[config.mk]
export PLATFORM = sky130hd
export DESIGN_NAME = mci_top
export DESIGN_NICKNAME = d
export VERILOG_FILES = /design/src/verilog/mci_pkg.sv /design/src/verilog/mci_mcu_sram_ctrl.sv /design/src/verilog/mci_regs.sv /design/src/verilog/mci_req_decode.sv /design/src/verilog/mci_top.sv /design/src/verilog/mci_wdt.sv
export VERILOG_INCLUDE_DIRS = /design/src /design/src/verilog
export SDC_FILE = /design/constraint.sdc
export NUM_CORES = 1
export LEC_CHECK = 0
export BUFFER_PORTS_ARGS = -buffer_cell sky130_fd_sc_hd__buf_2
export CAP_MARGIN = 20
export CELL_PAD_IN_SITES_DETAIL_PLACEMENT = 0
export CELL_PAD_IN_SITES_GLOBAL_PLACEMENT = 2
export CORE_UTILIZATION = 37
export CTS_CLUSTER_SIZE = 12
export DETAILED_ROUTE_END_ITERATION = 10
export GPL_TIMING_DRIVEN = 0
export HOLD_SLACK_MARGIN = 0.02
export PLACE_DENSITY_LB_ADDON = 0.1
export SLEW_MARGIN = 20
export SYNTH_ARGS = -nofsm -noshare
export SYNTH_HDL_FRONTEND = slang
export SYNTH_SLANG_ARGS = --single-unit
[constraint.sdc]
create_clock -name clk -period 5 [get_ports clk]
set_input_delay 0.25 -clock clk [delete_from_list [all_inputs] [get_ports clk]]
set_output_delay 0.25 -clock clk [all_outputs]
set_load 0.05 [all_outputs]
[src/verilog/mci_cfg.svh]
// ~~~~~~~~~~~~~~~~~~~~~~~~~~~~~~~~~~~~~~~~~~~~~~~~~~~~~~~~~~~~~~~~~~~~~~~~~~
// MCI configuration: bus widths, SRAM geometry, CSR map and reset values
// ~~~~~~~~~~~~~~~~~~~~~~~~~~~~~~~~~~~~~~~~~~~~~~~~~~~~~~~~~~~~~~~~~~~~~~~~~~
`ifndef MCI_CFG_SVH
`define MCI_CFG_SVH

// Fabric request widths
`define MCI_ADDR_W          16
`define MCI_DATA_W          32
`define MCI_USER_W          8

// MCU SRAM geometry, word index taken from addr[9:2]
`define MCI_SRAM_DEPTH      256
`define MCI_SRAM_AW         8
// Addr bit 15 set selects SRAM, clear selects CSRs
`define MCI_SRAM_SEL_BIT    15

// Reset values
`define MCI_WDT_DEF_PERIOD  32'h0000_0400
`define MCI_EXEC_SIZE_DEF   32'h0000_0000

// CSR byte offsets, sized to the address width
`define MCI_REG_T1_EN       16'h0000
`define MCI_REG_T1_CTRL     16'h0004
`define MCI_REG_T1_PERIOD   16'h0008
`define MCI_REG_T2_PERIOD   16'h000C
`define MCI_REG_WDT_STATUS  16'h0010
`define MCI_REG_EXEC_SIZE   16'h0014
`define MCI_REG_ERR_STATUS  16'h0018

`endif

[src/verilog/mci_pkg.sv]
// ~~~~~~~~~~~~~~~~~~~~~~~~~~~~~~~~~~~~~~~~~~~~~~~~~~~~~~~~~~~~~~~~~~~~~~~~~~
// MCI shared types: fabric request/response, SRAM port, requester class
// ~~~~~~~~~~~~~~~~~~~~~~~~~~~~~~~~~~~~~~~~~~~~~~~~~~~~~~~~~~~~~~~~~~~~~~~~~~
`include "mci_cfg.svh"

package mci_pkg;

    // Requester class from user field vs straps
    typedef enum logic [1:0] {
        SRC_MCU = 2'd0,
        SRC_CLP = 2'd1,
        SRC_SOC = 2'd2
    } mci_src_e;

    // Single-beat fabric request
    typedef struct packed {
        logic                   dv;
        logic                   write;
        logic [`MCI_ADDR_W-1:0] addr;
        logic [`MCI_DATA_W-1:0] wdata;
        logic [`MCI_USER_W-1:0] user;
    } mci_req_t;

    // Response, valid for one cycle
    typedef struct packed {
        logic                   valid;
        logic                   error;
        logic [`MCI_DATA_W-1:0] rdata;
    } mci_rsp_t;

    // External SRAM port
    // wdata[32] carries even parity
    typedef struct packed {
        logic                   cs;
        logic                   we;
        logic [`MCI_SRAM_AW-1:0] addr;
        logic [`MCI_DATA_W:0]   wdata;
    } mci_sram_req_t;

endpackage

[src/verilog/mci_mcu_sram_ctrl.sv]
// ~~~~~~~~~~~~~~~~~~~~~~~~~~~~~~~~~~~~~~~~~~~~~~~~~~~~~~~~~~~~~~~~~~~~~~~~~~
// MCU SRAM controller: exec region access control, parity, SRAM port drive
// ~~~~~~~~~~~~~~~~~~~~~~~~~~~~~~~~~~~~~~~~~~~~~~~~~~~~~~~~~~~~~~~~~~~~~~~~~~
`timescale 1ns/1ps
`include "mci_cfg.svh"

module mci_mcu_sram_ctrl
    import mci_pkg::*;
(
    input  logic                   clk,
    input  logic                   rst_n,

    // Request from decoder
    input  mci_req_t               sram_req_in,
    input  mci_src_e               src,

    // Exec region controls
    input  logic [`MCI_DATA_W-1:0] exec_region_size,
    input  logic                   exec_region_lock,

    // SRAM read data, parity in top bit
    input  logic [`MCI_DATA_W:0]   sram_rdata,

    output mci_rsp_t               sram_rsp,
    output mci_sram_req_t          sram_req,
    output logic                   sram_parity_error
);

    // Word index covers addr[14:2] so oversized indexes are visible
    localparam int IDX_W = `MCI_ADDR_W - 3;

    logic [IDX_W-1:0] word_idx;
    logic             in_range;
    logic             in_exec;
    logic             exec_ok;
    logic             access_ok;
    logic             rsp_valid_q;
    logic             rsp_rej_q;
    logic             rd_pend_q;
    logic             rd_par_bad;

    assign word_idx = sram_req_in.addr[`MCI_ADDR_W-2:2];
    assign in_range = word_idx < IDX_W'(`MCI_SRAM_DEPTH);
    assign in_exec  = `MCI_DATA_W'(word_idx) < exec_region_size;

    // Lock hands the exec region from CLP to MCU
    always_comb begin
        if (exec_region_lock) begin
            exec_ok = (src == SRC_MCU);
        end else begin
            exec_ok = (src == SRC_CLP);
        end
    end

    // Outside exec region anyone may access
    assign access_ok = in_range & (~in_exec | exec_ok);

    // SRAM port, cs only for permitted accesses
    always_comb begin
        sram_req.cs    = sram_req_in.dv & access_ok;
        sram_req.we    = sram_req_in.write;
        sram_req.addr  = word_idx[`MCI_SRAM_AW-1:0];
        // Even parity over the data word
        sram_req.wdata = {^sram_req_in.wdata, sram_req_in.wdata};
    end

    // Response bookkeeping for the cycle after dv
    always_ff @(posedge clk) begin
        if (!rst_n) begin
            rsp_valid_q <= 1'b0;
            rsp_rej_q   <= 1'b0;
            rd_pend_q   <= 1'b0;
        end else begin
            rsp_valid_q <= sram_req_in.dv;
            rsp_rej_q   <= sram_req_in.dv & ~access_ok;
            rd_pend_q   <= sram_req_in.dv & access_ok & ~sram_req_in.write;
        end
    end

    // Odd total ones means a corrupted word
    assign rd_par_bad = rd_pend_q & (^sram_rdata);

    always_comb begin
        sram_rsp.valid = rsp_valid_q;
        sram_rsp.error = rsp_rej_q | rd_par_bad;
        // Rejected reads and writes return 0
        sram_rsp.rdata = rd_pend_q ? sram_rdata[`MCI_DATA_W-1:0] : '0;
    end

    assign sram_parity_error = rd_par_bad;

endmodule

[src/verilog/mci_regs.sv]
// ~~~~~~~~~~~~~~~~~~~~~~~~~~~~~~~~~~~~~~~~~~~~~~~~~~~~~~~~~~~~~~~~~~~~~~~~~~
// MCI CSR bank: watchdog controls, exec region size, error status
// ~~~~~~~~~~~~~~~~~~~~~~~~~~~~~~~~~~~~~~~~~~~~~~~~~~~~~~~~~~~~~~~~~~~~~~~~~~
`timescale 1ns/1ps
`include "mci_cfg.svh"

module mci_regs
    import mci_pkg::*;
(
    input  logic                   clk,
    input  logic                   rst_n,

    // Request from decoder
    input  mci_req_t               reg_req,
    input  mci_src_e               src,

    // Watchdog status
    input  logic                   t1_timeout_p,
    input  logic                   t2_timeout_p,
    input  logic                   t1_timeout,
    input  logic                   t2_timeout,

    // SRAM error event
    input  logic                   sram_parity_error,

    output mci_rsp_t               reg_rsp,

    // Watchdog controls
    output logic                   timer1_en,
    output logic                   restart,
    output logic [`MCI_DATA_W-1:0] timer1_period,
    output logic [`MCI_DATA_W-1:0] timer2_period,
    output logic                   t1_serviced,
    output logic                   t2_serviced,

    output logic [`MCI_DATA_W-1:0] exec_region_size,
    output logic                   error_fatal
);

    logic                   wr_en;
    logic                   soc_wr;
    logic                   mapped;
    logic [`MCI_DATA_W-1:0] rd_data;
    logic [1:0]             err_status;
    logic [1:0]             err_set;
    logic                   rsp_valid_q;
    logic                   rsp_err_q;
    logic [`MCI_DATA_W-1:0] rsp_rdata_q;

    // SoC may read but never write
    assign soc_wr = reg_req.dv & reg_req.write & (src == SRC_SOC);
    assign wr_en  = reg_req.dv & reg_req.write & (src != SRC_SOC);

    // Bit 0 parity, bit 1 stage 2 expiry
    assign err_set = {t2_timeout_p, sram_parity_error};

    // Read mux and offset decode
    always_comb begin
        mapped = 1'b1;
        case (reg_req.addr)
            `MCI_REG_T1_EN:      rd_data = `MCI_DATA_W'(timer1_en);
            // Restart bit self-clears, reads 0
            `MCI_REG_T1_CTRL:    rd_data = '0;
            `MCI_REG_T1_PERIOD:  rd_data = timer1_period;
            `MCI_REG_T2_PERIOD:  rd_data = timer2_period;
            `MCI_REG_WDT_STATUS: rd_data = `MCI_DATA_W'({t2_timeout, t1_timeout});
            `MCI_REG_EXEC_SIZE:  rd_data = exec_region_size;
            `MCI_REG_ERR_STATUS: rd_data = `MCI_DATA_W'(err_status);
            default: begin
                rd_data = '0;
                mapped  = 1'b0;
            end
        endcase
    end

    always_ff @(posedge clk) begin
        if (!rst_n) begin
            timer1_en        <= 1'b0;
            restart          <= 1'b0;
            timer1_period    <= `MCI_WDT_DEF_PERIOD;
            timer2_period    <= `MCI_WDT_DEF_PERIOD;
            t1_serviced      <= 1'b0;
            t2_serviced      <= 1'b0;
            exec_region_size <= `MCI_EXEC_SIZE_DEF;
            err_status       <= 2'b00;
            rsp_valid_q      <= 1'b0;
            rsp_err_q        <= 1'b0;
        end else begin
            // Pulses last one cycle
            restart     <= 1'b0;
            t1_serviced <= 1'b0;
            t2_serviced <= 1'b0;
            // Sticky error capture
            err_status  <= err_status | err_set;

            if (wr_en) begin
                case (reg_req.addr)
                    `MCI_REG_T1_EN:      timer1_en <= reg_req.wdata[0];
                    `MCI_REG_T1_CTRL:    restart <= reg_req.wdata[0];
                    `MCI_REG_T1_PERIOD:  timer1_period <= reg_req.wdata;
                    `MCI_REG_T2_PERIOD:  timer2_period <= reg_req.wdata;
                    `MCI_REG_WDT_STATUS: begin
                        // Service only an expiry that is pending or just signalled
                        t1_serviced <= reg_req.wdata[0] & (t1_timeout | t1_timeout_p);
                        t2_serviced <= reg_req.wdata[1] & t2_timeout;
                    end
                    `MCI_REG_EXEC_SIZE:  exec_region_size <= reg_req.wdata;
                    // W1C, a new event in the same cycle stays set
                    `MCI_REG_ERR_STATUS: begin
                        err_status <= (err_status & ~reg_req.wdata[1:0]) | err_set;
                    end
                    default: ;
                endcase
            end

            rsp_valid_q <= reg_req.dv;
            rsp_err_q   <= reg_req.dv & (~mapped | soc_wr);
        end
    end

    // Read data capture
    always_ff @(posedge clk) begin
        if (reg_req.dv && !reg_req.write && mapped) begin
            rsp_rdata_q <= rd_data;
        end else begin
            rsp_rdata_q <= '0;
        end
    end

    always_comb begin
        reg_rsp.valid = rsp_valid_q;
        reg_rsp.error = rsp_err_q;
        reg_rsp.rdata = rsp_rdata_q;
    end

    // Any latched error is fatal
    assign error_fatal = |err_status;

endmodule

[src/verilog/mci_req_decode.sv]
// ~~~~~~~~~~~~~~~~~~~~~~~~~~~~~~~~~~~~~~~~~~~~~~~~~~~~~~~~~~~~~~~~~~~~~~~~~~
// MCI request decoder: classifies the requester and steers to CSR or SRAM
// ~~~~~~~~~~~~~~~~~~~~~~~~~~~~~~~~~~~~~~~~~~~~~~~~~~~~~~~~~~~~~~~~~~~~~~~~~~
`timescale 1ns/1ps
`include "mci_cfg.svh"

module mci_req_decode
    import mci_pkg::*;
(
    // Fabric side
    input  mci_req_t               req,

    // Privileged users
    input  logic [`MCI_USER_W-1:0] strap_mcu_user,
    input  logic [`MCI_USER_W-1:0] strap_clp_user,

    // Targets
    output mci_req_t               reg_req,
    output mci_req_t               sram_req_in,
    output mci_src_e               src
);

    logic sram_sel;

    // Region select on the top address bit
    assign sram_sel = req.addr[`MCI_SRAM_SEL_BIT];

    // MCU takes priority when both straps match
    always_comb begin
        if (req.user == strap_mcu_user) begin
            src = SRC_MCU;
        end else if (req.user == strap_clp_user) begin
            src = SRC_CLP;
        end else begin
            src = SRC_SOC;
        end
    end

    // Payload goes to both, dv to only one
    always_comb begin
        reg_req        = req;
        reg_req.dv     = req.dv & ~sram_sel;
        sram_req_in    = req;
        sram_req_in.dv = req.dv & sram_sel;
    end

endmodule

[src/verilog/mci_top.sv]
// ~~~~~~~~~~~~~~~~~~~~~~~~~~~~~~~~~~~~~~~~~~~~~~~~~~~~~~~~~~~~~~~~~~~~~~~~~~
// MCI top: request decode, MCU SRAM, watchdog and CSR bank
// ~~~~~~~~~~~~~~~~~~~~~~~~~~~~~~~~~~~~~~~~~~~~~~~~~~~~~~~~~~~~~~~~~~~~~~~~~~
`timescale 1ns/1ps
`include "mci_cfg.svh"

module mci_top
    import mci_pkg::*;
(
    input  logic                   clk,
    input  logic                   rst_n,

    // Fabric port
    input  mci_req_t               req,
    output mci_rsp_t               rsp,

    // Straps
    input  logic [`MCI_USER_W-1:0] strap_mcu_user,
    input  logic [`MCI_USER_W-1:0] strap_clp_user,
    input  logic                   mcu_sram_exec_region_lock,

    // External SRAM
    output mci_sram_req_t          sram_req,
    input  logic [`MCI_DATA_W:0]   sram_rdata,

    output logic                   error_fatal,
    output logic                   nmi_intr
);

    // Decoder outputs
    mci_req_t               reg_req;
    mci_req_t               sram_req_in;
    mci_src_e               src;
    mci_rsp_t               reg_rsp;
    mci_rsp_t               sram_rsp;

    logic [`MCI_DATA_W-1:0] exec_region_size;
    logic                   sram_parity_error;

    // WDT signals
    logic                   timer1_en;
    logic                   restart;
    logic [`MCI_DATA_W-1:0] timer1_period;
    logic [`MCI_DATA_W-1:0] timer2_period;
    logic                   t1_serviced;
    logic                   t2_serviced;
    logic                   t1_timeout_p;
    logic                   t2_timeout_p;
    logic                   t1_timeout;
    logic                   t2_timeout;

    mci_req_decode i_mci_req_decode (
        .req,
        .strap_mcu_user,
        .strap_clp_user,
        .reg_req,
        .sram_req_in,
        .src
    );

    mci_mcu_sram_ctrl i_mci_mcu_sram_ctrl (
        .clk,
        .rst_n,
        .sram_req_in,
        .src,
        .exec_region_size,
        .exec_region_lock (mcu_sram_exec_region_lock),
        .sram_rdata,
        .sram_rsp,
        .sram_req,
        .sram_parity_error
    );

    // Stage 2 expiry drives the NMI
    mci_wdt i_mci_wdt (
        .clk,
        .rst_n,
        .timer1_en,
        .restart,
        .timer1_period,
        .timer2_period,
        .t1_serviced,
        .t2_serviced,
        .t1_timeout_p,
        .t2_timeout_p,
        .t1_timeout,
        .t2_timeout,
        .fatal_timeout (nmi_intr)
    );

    mci_regs i_mci_regs (
        .clk,
        .rst_n,
        .reg_req,
        .src,
        .t1_timeout_p,
        .t2_timeout_p,
        .t1_timeout,
        .t2_timeout,
        .sram_parity_error,
        .reg_rsp,
        .timer1_en,
        .restart,
        .timer1_period,
        .timer2_period,
        .t1_serviced,
        .t2_serviced,
        .exec_region_size,
        .error_fatal
    );

    // Only one target responds per request
    assign rsp = mci_rsp_t'(reg_rsp | sram_rsp);

endmodule

[src/verilog/mci_wdt.sv]
// ~~~~~~~~~~~~~~~~~~~~~~~~~~~~~~~~~~~~~~~~~~~~~~~~~~~~~~~~~~~~~~~~~~~~~~~~~~
// MCI watchdog: cascaded two-stage timer, second expiry raises NMI
// ~~~~~~~~~~~~~~~~~~~~~~~~~~~~~~~~~~~~~~~~~~~~~~~~~~~~~~~~~~~~~~~~~~~~~~~~~~
`timescale 1ns/1ps
`include "mci_cfg.svh"

module mci_wdt (
    input  logic                   clk,
    input  logic                   rst_n,

    // Controls from CSR bank
    input  logic                   timer1_en,
    input  logic                   restart,
    input  logic [`MCI_DATA_W-1:0] timer1_period,
    input  logic [`MCI_DATA_W-1:0] timer2_period,
    input  logic                   t1_serviced,
    input  logic                   t2_serviced,

    // Expiry pulses and held levels
    output logic                   t1_timeout_p,
    output logic                   t2_timeout_p,
    output logic                   t1_timeout,
    output logic                   t2_timeout,
    output logic                   fatal_timeout
);

    logic [`MCI_DATA_W-1:0] t1_cnt;
    logic [`MCI_DATA_W-1:0] t2_cnt;
    logic                   t1_hit;
    logic                   t2_hit;
    logic                   t2_run;

    assign t1_hit = (t1_cnt == timer1_period);
    assign t2_hit = (t2_cnt == timer2_period);

    // Stage 2 measures how long stage 1 stays unserviced
    assign t2_run = t1_timeout & ~t1_serviced;

    always_ff @(posedge clk) begin
        if (!rst_n) begin
            t1_cnt        <= '0;
            t2_cnt        <= '0;
            t1_timeout_p  <= 1'b0;
            t2_timeout_p  <= 1'b0;
            t1_timeout    <= 1'b0;
            t2_timeout    <= 1'b0;
            fatal_timeout <= 1'b0;
        end else begin
            t1_timeout_p <= 1'b0;
            t2_timeout_p <= 1'b0;

            // Service first, a same-cycle expiry below wins
            if (t1_serviced) begin
                t1_timeout <= 1'b0;
            end
            if (t2_serviced) begin
                t2_timeout    <= 1'b0;
                fatal_timeout <= 1'b0;
            end

            if (restart) begin
                t1_cnt <= '0;
                t2_cnt <= '0;
            end else begin
                // Stage 1, free running while enabled
                if (timer1_en) begin
                    if (t1_hit) begin
                        t1_cnt       <= '0;
                        t1_timeout_p <= 1'b1;
                        t1_timeout   <= 1'b1;
                    end else begin
                        t1_cnt <= t1_cnt + 1'b1;
                    end
                end

                // Stage 2, held at 0 once stage 1 is serviced
                if (!t2_run) begin
                    t2_cnt <= '0;
                end else if (t2_hit) begin
                    t2_cnt        <= '0;
                    t2_timeout_p  <= 1'b1;
                    t2_timeout    <= 1'b1;
                    fatal_timeout <= 1'b1;
                end else begin
                    t2_cnt <= t2_cnt + 1'b1;
                end
            end
        end
    end

endmodule
==> impl_metrics.json, run 1 <==
{
  "status": "complete, no violations",
  "crit_path_end_kind": "output pin",
  "cp.arrival_ns": 2.67,
  "coreArea_sq_um": 27900,
  "clk_pin_slew_ns": 0.06,
  "cellPowerDensity_nw_per_um2": 312,
  "synth_cell_types": 45,
  "start_util_pct": 37.8,
  "die_h_um": 171,
  "setup_viol_count_final": 0,
  "synthSimpleGateAreaFrac_pct": 19.5,
  "clock_power_share_pct": 46.1,
  "root_buffer": "clkbuf_16",
  "crit_path_start_kind": "flop",
  "power_frac_comb_pct": 12.4,
  "whs_ns": 0.0675,
  "power.static_leakage_nw": 5.09,
  "antenna_found_initial": 0,
  "synth_edf_count": 0,
  "dr.pass1.iters": 8,
  "place_hpwl_mm": 26.0,
  "synthesis.area_sq_um": 10600,
  "async_reset_ff_share_pct": 0,
  "drc_errors": 0,
  "multi_input_area_sq_um": 5780,
  "synth_mux_area_share_pct": 9.30,
  "power.switching_w": 0.000999,
  "drt-initial-drc-count": 650,
  "fin_cells": 1718,
  "synthFlopType": "dfxtp_1",
  "clock.fmax_mhz": 343,
  "cp.required_ns": 4.75,
  "port_buffers": 188,
  "fill_cells": 2837,
  "min_period_over_period_pct": 58.3,
  "cts.path.max_buffers": 3,
  "fin_skew_ns": 0.0121,
  "reg2reg_slack_ns": 2.59,
  "grt_pass1_wl_mm": 48.0,
  "rows": 61,
  "cts.sinks": 208,
  "slew_headroom_pct": 45.6,
  "ctsResizeCount": 0,
  "die_area_sq_um": 29200,
  "wl_mm": 32.4,
  "ys_ff_latch": 208,
  "viasPerCell": 4.79,
  "drive_gt1_share_pct": 21.8,
  "cts_tree": "done",
  "cts_buffers": 25,
  "syn_area_per_cell_sq_um": 9.53,
  "vias": 8231,
  "grt_usage_pct": 22.2,
  "p_int_w": 0.00300,
  "path_max_fanout": 3,
  "synth_compound_area_share_pct": 7.69,
  "hold_class": "input pin to flop",
  "yosysSeqAreaShare_pct": 39.5,
  "io_pins": 189,
  "synthXorXnorAreaFrac_pct": 16.7,
  "wl_per_cell_um": 18.9,
  "finalHoldViolCount": 0,
  "h-tree-depth": 1,
  "synthCells": 1107,
  "diodes": 0,
  "peakVddDrop_v": 0.000239,
  "yosysTopAreaCellShare_pct": 39.5,
  "synthTopCellsByArea": "dfxtp_1 39%, mux2i_1 9.3%, xnor2_1 9.3%, xor2_1 7.1%, nor2b_1 5.9%",
  "dp_cells": 1673,
  "finalNetCount": 1447,
  "grt_pass1_vias": 7826,
  "chipWidth_um": 171,
  "ant_nets": 0,
  "final_common_cell": "dfxtp_1",
  "p_seq_share_pct": 41.5,
  "synth_top_family_by_area": "simple AND/OR/NAND/NOR gates",
  "drv_slew": 0,
  "total_power_w": 0.00399,
  "synth_warnings": 0,
  "grt-ovfl-total": 0,
  "swShare_pct": 25.0,
  "rsz0062_at_grt": "false",
  "final_cell_mix": "208 x dfxtp_1, 192 x buf_2, 119 x nor2_1, 112 x xnor2_1, 99 x nor2b_1",
  "grt_max_degree": 13,
  "yosysTopAreaCell": "dfxtp_1",
  "cap_viol_max_count": 0,
  "area.growth.synth_to_final_pct": 21.4,
  "critPathKind": "flop to output pin",
  "place.gp.congestion": 0.823,
  "tns_ns": 0,
  "worstSkewPairLatency_ns": 0.51,
  "syn_nets": 1231,
  "tightest_slew_ns": 0.815,
  "synthAdderAreaFrac_pct": 1.66,
  "period_minus_slack_ns": 2.92,
  "seq_area_sq_um": 4160
}
## synthesized netlist by cell type (all sizes together) (2+ instances only)
cell       n
a2111oi    2
a21o      38
a21oi     11
a222oi    32
a31oi      2
and2       3
and3      14
and4       9
buf       54
clkbuf    31
dfxtp    208
ha        14
inv       15
mux2i     98
nand2     44
nand2b    10
nand3     22
nand4     26
nor2     119
nor2b     99
nor3      13
nor4      20
o211ai     3
o21a       2
o21ai      6
or2        3
or3        3
xnor2    112
xor2      86
## registers in the layout, indices dropped and copies added (netlist names), 2 cells and up
register,count
i_mci_regs.exec_region_size,32
i_mci_regs.err_status,2
i_mci_wdt.t2_cnt,32
i_mci_wdt.t1_cnt,32
i_mci_regs.timer1_period,32
i_mci_regs.rsp_rdata_q,32
i_mci_regs.timer2_period,32
## power groups by stage
stage	clock network [W]	logic [W]	registers, W
detailed placement	0	0.000501	0.00170
global route	0.00195	0.000531	0.00166
finish	0.00184	0.000496	0.00166
CTS	0.00189	0.000504	0.00166
global placement	0	0.000502	0.00170
floorplan	0	0.000330	0.00170
## per-stage QoR
step	instance area, sq um	utilization, %	setup WS [ns]
2_1_floorplan	10600	-	2.49
3_3_place_gp	12000	42.8	2.17
3_5_place_dp	12000	42.8	2.22
4_1_cts	12800	45.9	1.93
5_1_grt	12800	45.9	1.87
6_report	12800	45.9	2.08
## final timing paths
check,start,to,depth (start not counted)
max,i_mci_regs.exec_region_size[24],sram_req[42],6
min,req[57],i_mci_mcu_sram_ctrl.rsp_valid_q,2
max reg2reg,i_mci_regs.timer1_period[22],i_mci_wdt.t1_cnt[29],9
min reg2reg,i_mci_wdt.t2_timeout_p,i_mci_regs.err_status[1],1
## kinds of logic after synthesis
logic type      after synthesis
compound gates              101
xor+xnor                    199
fa+ha+maj                    14
buf+inv                     100
flops                       208
mux                          98
simple gates                387
## cell type report
class	instances	share of cell area [%]
Multi-Input combinational cell	799	45.2
Sequential cell	208	32.5
Timing Repair Buffer	189	7.42
Clock buffer	36	5.60
Buffer	85	4.26
Tap cell	378	3.69
Clock inverter	8	0.918
Inverter	15	0.440
## what timing repair did
action | in CTS | in global routing
hold endpoints to repair | 2 | 0
buffers inserted | 0 | 0
hold buffers | 1 | 0
## worst max-delay path, stage by stage, from the launching register on
cell,delay (ns)
dfxtp_1,0.32
nor4_1,0.44
nand4_1,0.14
nor4_1,0.51
o211ai_1,0.25
nor3_1,0.20
buf_2,0.29
## per-layer routing
layer  GRT usage, %  vias to the layer above  routed length, um
met1           32.1                     3839              15900
li1               -                     4205                  -
met5              0                        -                  0
met2           36.0                      158              14900
met3           2.34                       29               1170
met4           3.53                        0                407
Note: power is estimated with default switching activity, not from simulation.
==> run 2, diff against run 1 <==
--- a/config.mk
+++ b/config.mk
@@ -6,11 +6,12 @@
 export SDC_FILE = /design/constraint.sdc
 export NUM_CORES = 1
 export LEC_CHECK = 0
+export ABC_AREA = 1
 export BUFFER_PORTS_ARGS = -buffer_cell sky130_fd_sc_hd__buf_2
 export CAP_MARGIN = 20
 export CELL_PAD_IN_SITES_DETAIL_PLACEMENT = 0
 export CELL_PAD_IN_SITES_GLOBAL_PLACEMENT = 2
-export CORE_UTILIZATION = 37
+export CORE_UTILIZATION = 28
 export CTS_CLUSTER_SIZE = 12
 export DETAILED_ROUTE_END_ITERATION = 10
 export GPL_TIMING_DRIVEN = 0
==> constraint.sdc (replaced) <==
create_clock -name clk -period 2.4 [get_ports clk]
set_input_delay 0.12 -clock clk [delete_from_list [all_inputs] [get_ports clk]]
set_output_delay 0.12 -clock clk [all_outputs]
set_load 0.05 [all_outputs]
==> impl_metrics.json, run 2 <==
{
  "status": "finished with violations",
  "violations": "DRC, setup timing",
  "io_pins": 189,
  "busiest_layer": "met2",
  "fin_skew_ns": 0.0124,
  "drv_slew": 0,
  "post-place-ws_ns": 0.0819,
  "cp.arrival_ns": 2.29,
  "min_to": "i_mci_mcu_sram_ctrl.rsp_rej_q",
  "grt_pass1_vias": 10947,
  "drc_errors": 8,
  "synthTopCellsByArea": "dfxtp_1 36%, nand2_1 13%, inv_1 7.3%, a21oi_1 6.7%, nor2_1 4.8%",
  "yosysTopAreaCell": "dfxtp_1",
  "ant_nets": 0,
  "rr_startpoint": "i_mci_regs.exec_region_size[1]",
  "port_buffers": 188,
  "yosysMostFrequentCell": "nand2_1",
  "cellPowerDensity_nw_per_um2": 580,
  "diodes": 0,
  "whs_ns": 0.0984,
  "vias": 11652,
  "dr.pass1.iters": 8,
  "cts_buffers": 26,
  "grt_max_degree": 13,
  "fin_ws_ns": -0.0118,
  "rows": 74,
  "period_minus_slack_ns": 2.41,
  "place_hpwl_mm": 33.7,
  "cap_viol_max_count": 0,
  "clk_pin_slew_ns": 0.06,
  "fill_cells": 4442,
  "synthesis.area_sq_um": 11700,
  "synth_cell_types": 46,
  "crit_path_end_kind": "output pin",
  "synth_warnings": 0,
  "cts.sinks": 208,
  "die_area_sq_um": 42600,
  "coreArea_sq_um": 41000,
  "h-tree-depth": 1,
  "grtUsageMet3_pct": 1.81,
  "path_max_fanout": 2,
  "cts_tree": "done",
  "area.growth.synth_to_final_pct": 25.9,
  "yosysSeqAreaShare_pct": 35.6,
  "grt_util_met1_pct": 27.3,
  "setup_viol_count_final": 1,
  "cts.path.max_buffers": 3,
  "slew_headroom_pct": 51.4,
  "drive_gt1_share_pct": 18.5,
  "cpMaxStageDelayCell": "dfxtp_2",
  "synthCells": 1720,
  "slowest_delay_ns": 0.34,
  "worstSkewPairLatency_ns": 0.54,
  "reg2reg_slack_ns": 0.05,
  "peakVddDrop_v": 0.000555,
  "chipWidth_um": 207,
  "start_util_pct": 28.6,
  "clock.fmax_mhz": 415,
  "seq_area_sq_um": 4170,
  "wl_mm": 42.1,
  "path_cells": "inv_4 -> ha_4 -> o21ai_2 -> nand2_1 -> nand3_2 -> a21oi_2 -> o21ai_1 -> o21ai_1 -> nand2_2 -> nand2_2 -> nand2_2 -> nor2_2 -> buf_6",
  "grt-ovfl-total": 0,
  "synth_edf_count": 0,
  "hold_class": "input pin to flop",
  "viasPerCell": 4.60,
  "async_reset_ff_share_pct": 0,
  "hp-start": "req[50]",
  "use_met2_pct": 31.3,
  "yosys-top-cells-count": "394 x nand2_1, 227 x inv_1, 208 x dfxtp_1",
  "ys_ff_latch": 208,
  "wl_per_cell_um": 16.6,
  "multi_input_area_sq_um": 6180,
  "dp_cells": 2440,
  "grt_usage_pct": 19.4,
  "drt-initial-drc-count": 654,
  "min_path_cells": 3,
  "tightest_slew_ns": 0.729,
  "final_cell_mix": "390 x nand2_1, 224 x inv_1, 205 x dfxtp_1, 200 x buf_2, 155 x a21oi_1",
  "syn_area_per_cell_sq_um": 6.81,
  "cp.required_ns": 2.28,
  "reg2regPathDepth": 18,
  "finalNetCount": 2107,
  "rsz0062_at_grt": "true",
  "r2r-end": "i_mci_mcu_sram_ctrl.rd_pend_q",
  "yosysTopAreaCellShare_pct": 35.6,
  "finalHoldViolCount": 0,
  "place.gp.congestion": 0.859,
  "fin_cells": 2532,
  "fin_util_pct": 35.9,
  "antenna_found_initial": 0,
  "grt_pass1_wl_mm": 63.1,
  "synthFlopType": "dfxtp_1",
  "power.static_leakage_nw": 6.13,
  "final_common_cell": "nand2_1",
  "root_buffer": "clkbuf_16",
  "min_period_over_period_pct": 100,
  "critPathMostFrequentCell": "nand2_2",
  "die_h_um": 207,
  "crit_path_start_kind": "flop",
  "syn_nets": 1844,
  "critPathKind": "flop to output pin",
  "tns_ns": -0.0118
}
-- run 2: changes by cell type after synthesis, moves of 82 or more --
cell	change
mux2i_1	-98
nand2_1	+350
inv_1	+212
nor2b_1	-99
a21oi_1	+145
o21ai_0	+82
-- run 2: power by group --
part / switching, W / leakage [nW] / internal (W)
logic: 0.000718 / 4.02 / 0.000404
clock network: 0.00158 / 0.426 / 0.00239
registers: 0.000000655 / 1.68 / 0.00346
total: 0.00229 / 6.13 / 0.00625
-- run 2: worst max path at each step --
stage / cells past startpoint / endpoint / from
finish: 13 / sram_req[42] / i_mci_regs.exec_region_size[1]
global placement: 10 / i_mci_wdt.t1_cnt[22] / i_mci_wdt.t1_cnt[27]
detailed placement: 10 / i_mci_wdt.t1_cnt[23] / i_mci_wdt.t1_cnt[27]
global route: 13 / sram_req[42] / i_mci_regs.exec_region_size[6]
CTS: 13 / sram_req[42] / i_mci_regs.exec_region_size[1]
floorplan: 10 / sram_req[42] / i_mci_regs.exec_region_size[11]
-- run 2: critical path, delay by kind of cell, from the launching register on --
kind / cells / cell delay [ns]
DFF: 1 / 0.34
AOI/OAI and AO/OA: 4 / 0.42
adders and majority gates: 1 / 0.25
and+or+nand+nor: 6 / 0.54
buffers and inverters: 2 / 0.20
-- run 2: area by class of cell --
cell class,count,share of cell area (%)
clock inverters,6,0.416
plain buffers,94,3.93
well taps,532,4.52
clock buffers,39,5.43
flip-flops and latches,208,28.3
repair buffers,235,9.48
multi-input cells,1183,42.0
inverters,235,6.00
-- run 2: kinds of logic after synthesis --
| family | count (synthesis) | synth area share, % |
|---|---|---|
| xor gates and xnor gates | 89 | 6.66 |
| DFF | 208 | 35.6 |
| buffers and inverters | 329 | 12.5 |
| AOI/OAI and AO/OA | 353 | 16.5 |
| adders and majority gates | 14 | 1.50 |
| and+or+nand+nor | 727 | 27.4 |
-- run 2: metrics by stage --
| stage | area (sq um) | power [W] |
|---|---|---|
| global placement | 13300 | 0.00457 |
| CTS | 14700 | 0.00864 |
| detailed placement | 13300 | 0.00458 |
| floorplan | 11700 | 0.00422 |
| global route | 14700 | 0.00888 |
| finish | 14700 | 0.00855 |
-- run 2: per-layer routing --
| metal | vias to the layer above | share of wire (%) |
|---|---|---|
| met5 | - | 0 |
| met1 | 5311 | 50 |
| met4 | 0 | 2.4 |
| met2 | 232 | 44 |
| li1 | 6054 | - |
| met3 | 55 | 3.8 |
-- run 2: repair_timing --
item	4_1_cts	5_1_grt
hold buffers	39	0
endpoints found under the hold margin	100	0
setup endpoints to repair	1	16
pin swaps	6	6
setup buffers	7	1
resized for setup	14	18
cloned	0	0
==> run 3, diff against run 2 <==
--- a/config.mk
+++ b/config.mk
@@ -11,6 +11,7 @@
 export CAP_MARGIN = 20
 export CELL_PAD_IN_SITES_DETAIL_PLACEMENT = 0
 export CELL_PAD_IN_SITES_GLOBAL_PLACEMENT = 2
+export CORE_MARGIN = 5
 export CORE_UTILIZATION = 28
 export CTS_CLUSTER_SIZE = 12
 export DETAILED_ROUTE_END_ITERATION = 10
==> impl_metrics.json, run 3 (same netlist as run 2, synthesis figures left out) <==
{
  "status": "complete, no violations",
  "rows": 75,
  "reg2reg_slack_ns": 0.12,
  "grt_pass1_vias": 11230,
  "grt_util_met1_pct": 25.2,
  "root_buffer": "clkbuf_16",
  "die_area_sq_um": 46000,
  "clk_pin_slew_ns": 0.06,
  "grt_max_degree": 13,
  "setup_viol_count_final": 0,
  "cap_viol_max_count": 0,
  "chipWidth_um": 215,
  "grtUsageMet3_pct": 2.05,
  "p_seq_share_pct": 39.4,
  "die_h_um": 215,
  "h-tree-depth": 1,
  "dp_cells": 2447,
  "period_minus_slack_ns": 2.31,
  "grt_pass1_wl_mm": 65.9,
  "rr_startpoint": "i_mci_regs.exec_region_size[11]",
  "crit_path_start": "i_mci_regs.exec_region_size[11]",
  "peakVddDrop_v": 0.000645,
  "drc_errors": 0,
  "wl_per_cell_um": 16.8,
  "place_hpwl_mm": 34.4,
  "area.growth.synth_to_final_pct": 26.3,
  "cts_buffers": 26,
  "swShare_pct": 26.6,
  "drive_gt1_share_pct": 18.6,
  "dr.pass1.iters": 6,
  "cts_tree": "done",
  "drt-initial-drc-count": 605,
  "coreArea_sq_um": 41700,
  "slew_headroom_pct": 52.5,
  "cts.path.max_buffers": 3,
  "cp.required_ns": 2.28,
  "min_period_over_period_pct": 96.2,
  "grt-ovfl-total": 0,
  "r2r-end": "i_mci_mcu_sram_ctrl.rd_pend_q",
  "clock_power_share_pct": 47.6,
  "io_pins": 189,
  "crit_path_start_kind": "flop",
  "port_buffers": 188,
  "place.gp.congestion": 0.817,
  "finalHoldViolCount": 0,
  "crit_path_end_kind": "output pin",
  "ant_nets": 0,
  "fin_skew_ns": 0.0129,
  "reg2regPathDepth": 16,
  "path_max_fanout": 3,
  "start_util_pct": 28.1,
  "use_met2_pct": 29.8,
  "power_frac_comb_pct": 13.0,
  "tightest_slew_ns": 0.712,
  "drv_slew": 0,
  "critPathKind": "flop to output pin",
  "wl_mm": 42.6,
  "antenna_found_initial": 1,
  "busiest_layer": "met2",
  "clock.fmax_mhz": 433,
  "final_common_cell": "nand2_1",
  "rsz0062_at_grt": "true",
  "cellPowerDensity_nw_per_um2": 593,
  "cts.sinks": 208,
  "final_design_area_no_fill_sq_um": 14800,
  "power.switching_w": 0.00233,
  "p_int_w": 0.00644,
  "power.static_leakage_nw": 6.15,
  "viasPerCell": 4.58,
  "worstSkewPairLatency_ns": 0.54,
  "vias": 11647,
  "crit_path_end": "sram_req[42]",
  "final_cell_mix": "390 x nand2_1, 224 x inv_1, 206 x dfxtp_1, 200 x buf_2, 155 x a21oi_1",
  "grt_usage_pct": 17.8,
  "cp.arrival_ns": 2.19,
  "placed_cell_area_sq_um": 13300,
  "hold_class": "input pin to flop",
  "fin_cells": 2542,
  "finalNetCount": 2106,
  "fin_util_pct": 35.5
}
[run 3: cell types whose count changed in the layout (fill, tap and decap cells not counted), moves of 2 or more]
cell / delta
bufinv_16: +2
clkbuf_8: -2
clkinv_2: +2
o21ai_1: -2
o21ai_2: +2
[run 3: through the flow]
stage | setup TNS (ns) | setup WS (ns) | power, W | hold WS (ns)
after floorplan | 0 | 0.435 | 0.00422 | 0.260
after global placement | 0 | 0.0921 | 0.00458 | 0.416
after detailed placement | 0 | 0.0990 | 0.00458 | 0.413
after CTS | -0.0778 | -0.0778 | 0.00884 | 0.0488
after global routing | -0.0515 | -0.0515 | 0.00910 | 0.102
final | 0 | 0.0921 | 0.00877 | 0.0757
[run 3: timing repair]
item | 4_1_cts | 5_1_grt
pin swaps | 6 | 6
endpoints found under the setup margin | 1 | 24
hold endpoints to repair | 98 | 0
setup buffers | 7 | 0
hold buffers | 39 | 0
resized for setup | 17 | 16
[run 3: area by class of cell]
cell class / instances / area, sq um
fillers: 4563 / 26900
multi-input cells: 1183 / 6190
flip-flops and latches: 208 / 4170
repair buffers: 234 / 1390
inverters: 235 / 882
clock buffers: 38 / 777
well taps: 539 / 674
plain buffers: 94 / 577
clock inverters: 10 / 131
diodes: 1 / 2.50
[run 3: power groups by stage]
stage | registers, W | logic, W | clock network, W
floorplan | 0.00353 | 0.000690 | 0
detailed placement | 0.00353 | 0.00105 | 0
global route | 0.00345 | 0.00126 | 0.00439
CTS | 0.00346 | 0.00111 | 0.00427
global placement | 0.00353 | 0.00105 | 0
finish | 0.00346 | 0.00114 | 0.00418
[run 3: how the worst min path moves through the flow]
| stage | startpoint | endpoint | slack (ns) | cells past startpoint |
|---|---|---|---|---|
| 2_1_floorplan | req[9] | i_mci_regs.t2_serviced | 0.26 | 2 |
| 3_3_place_gp | req[55] | i_mci_mcu_sram_ctrl.rsp_valid_q | 0.42 | 3 |
| 3_5_place_dp | req[55] | i_mci_mcu_sram_ctrl.rsp_valid_q | 0.41 | 3 |
| 4_1_cts | req[50] | i_mci_mcu_sram_ctrl.rsp_rej_q | 0.05 | 3 |
| 5_1_grt | req[50] | i_mci_mcu_sram_ctrl.rsp_rej_q | 0.10 | 3 |
| 6_report | req[50] | i_mci_mcu_sram_ctrl.rsp_rej_q | 0.08 | 3 |
[run 3: per-layer routing]
layer / vias up / part of all wire [%] / wire, um
li1: 6052 / - / -
met1: 5318 / 49 / 20700
met2: 234 / 46 / 19500
met3: 43 / 3.9 / 1660
met4: 0 / 1.7 / 740
met5: - / 0 / 0
[run 3: critical path: stages (launching register included)]
cell	delay, ns
dfxtp_1	0.30
inv_1	0.07
ha_1	0.29
nand2_1	0.08
nor3_2	0.21
o21ai_2	0.10
o21ai_2	0.08
nand2_2	0.11
nand2_2	0.10
nand2_2	0.06
nor2_2	0.10
buf_6	0.16
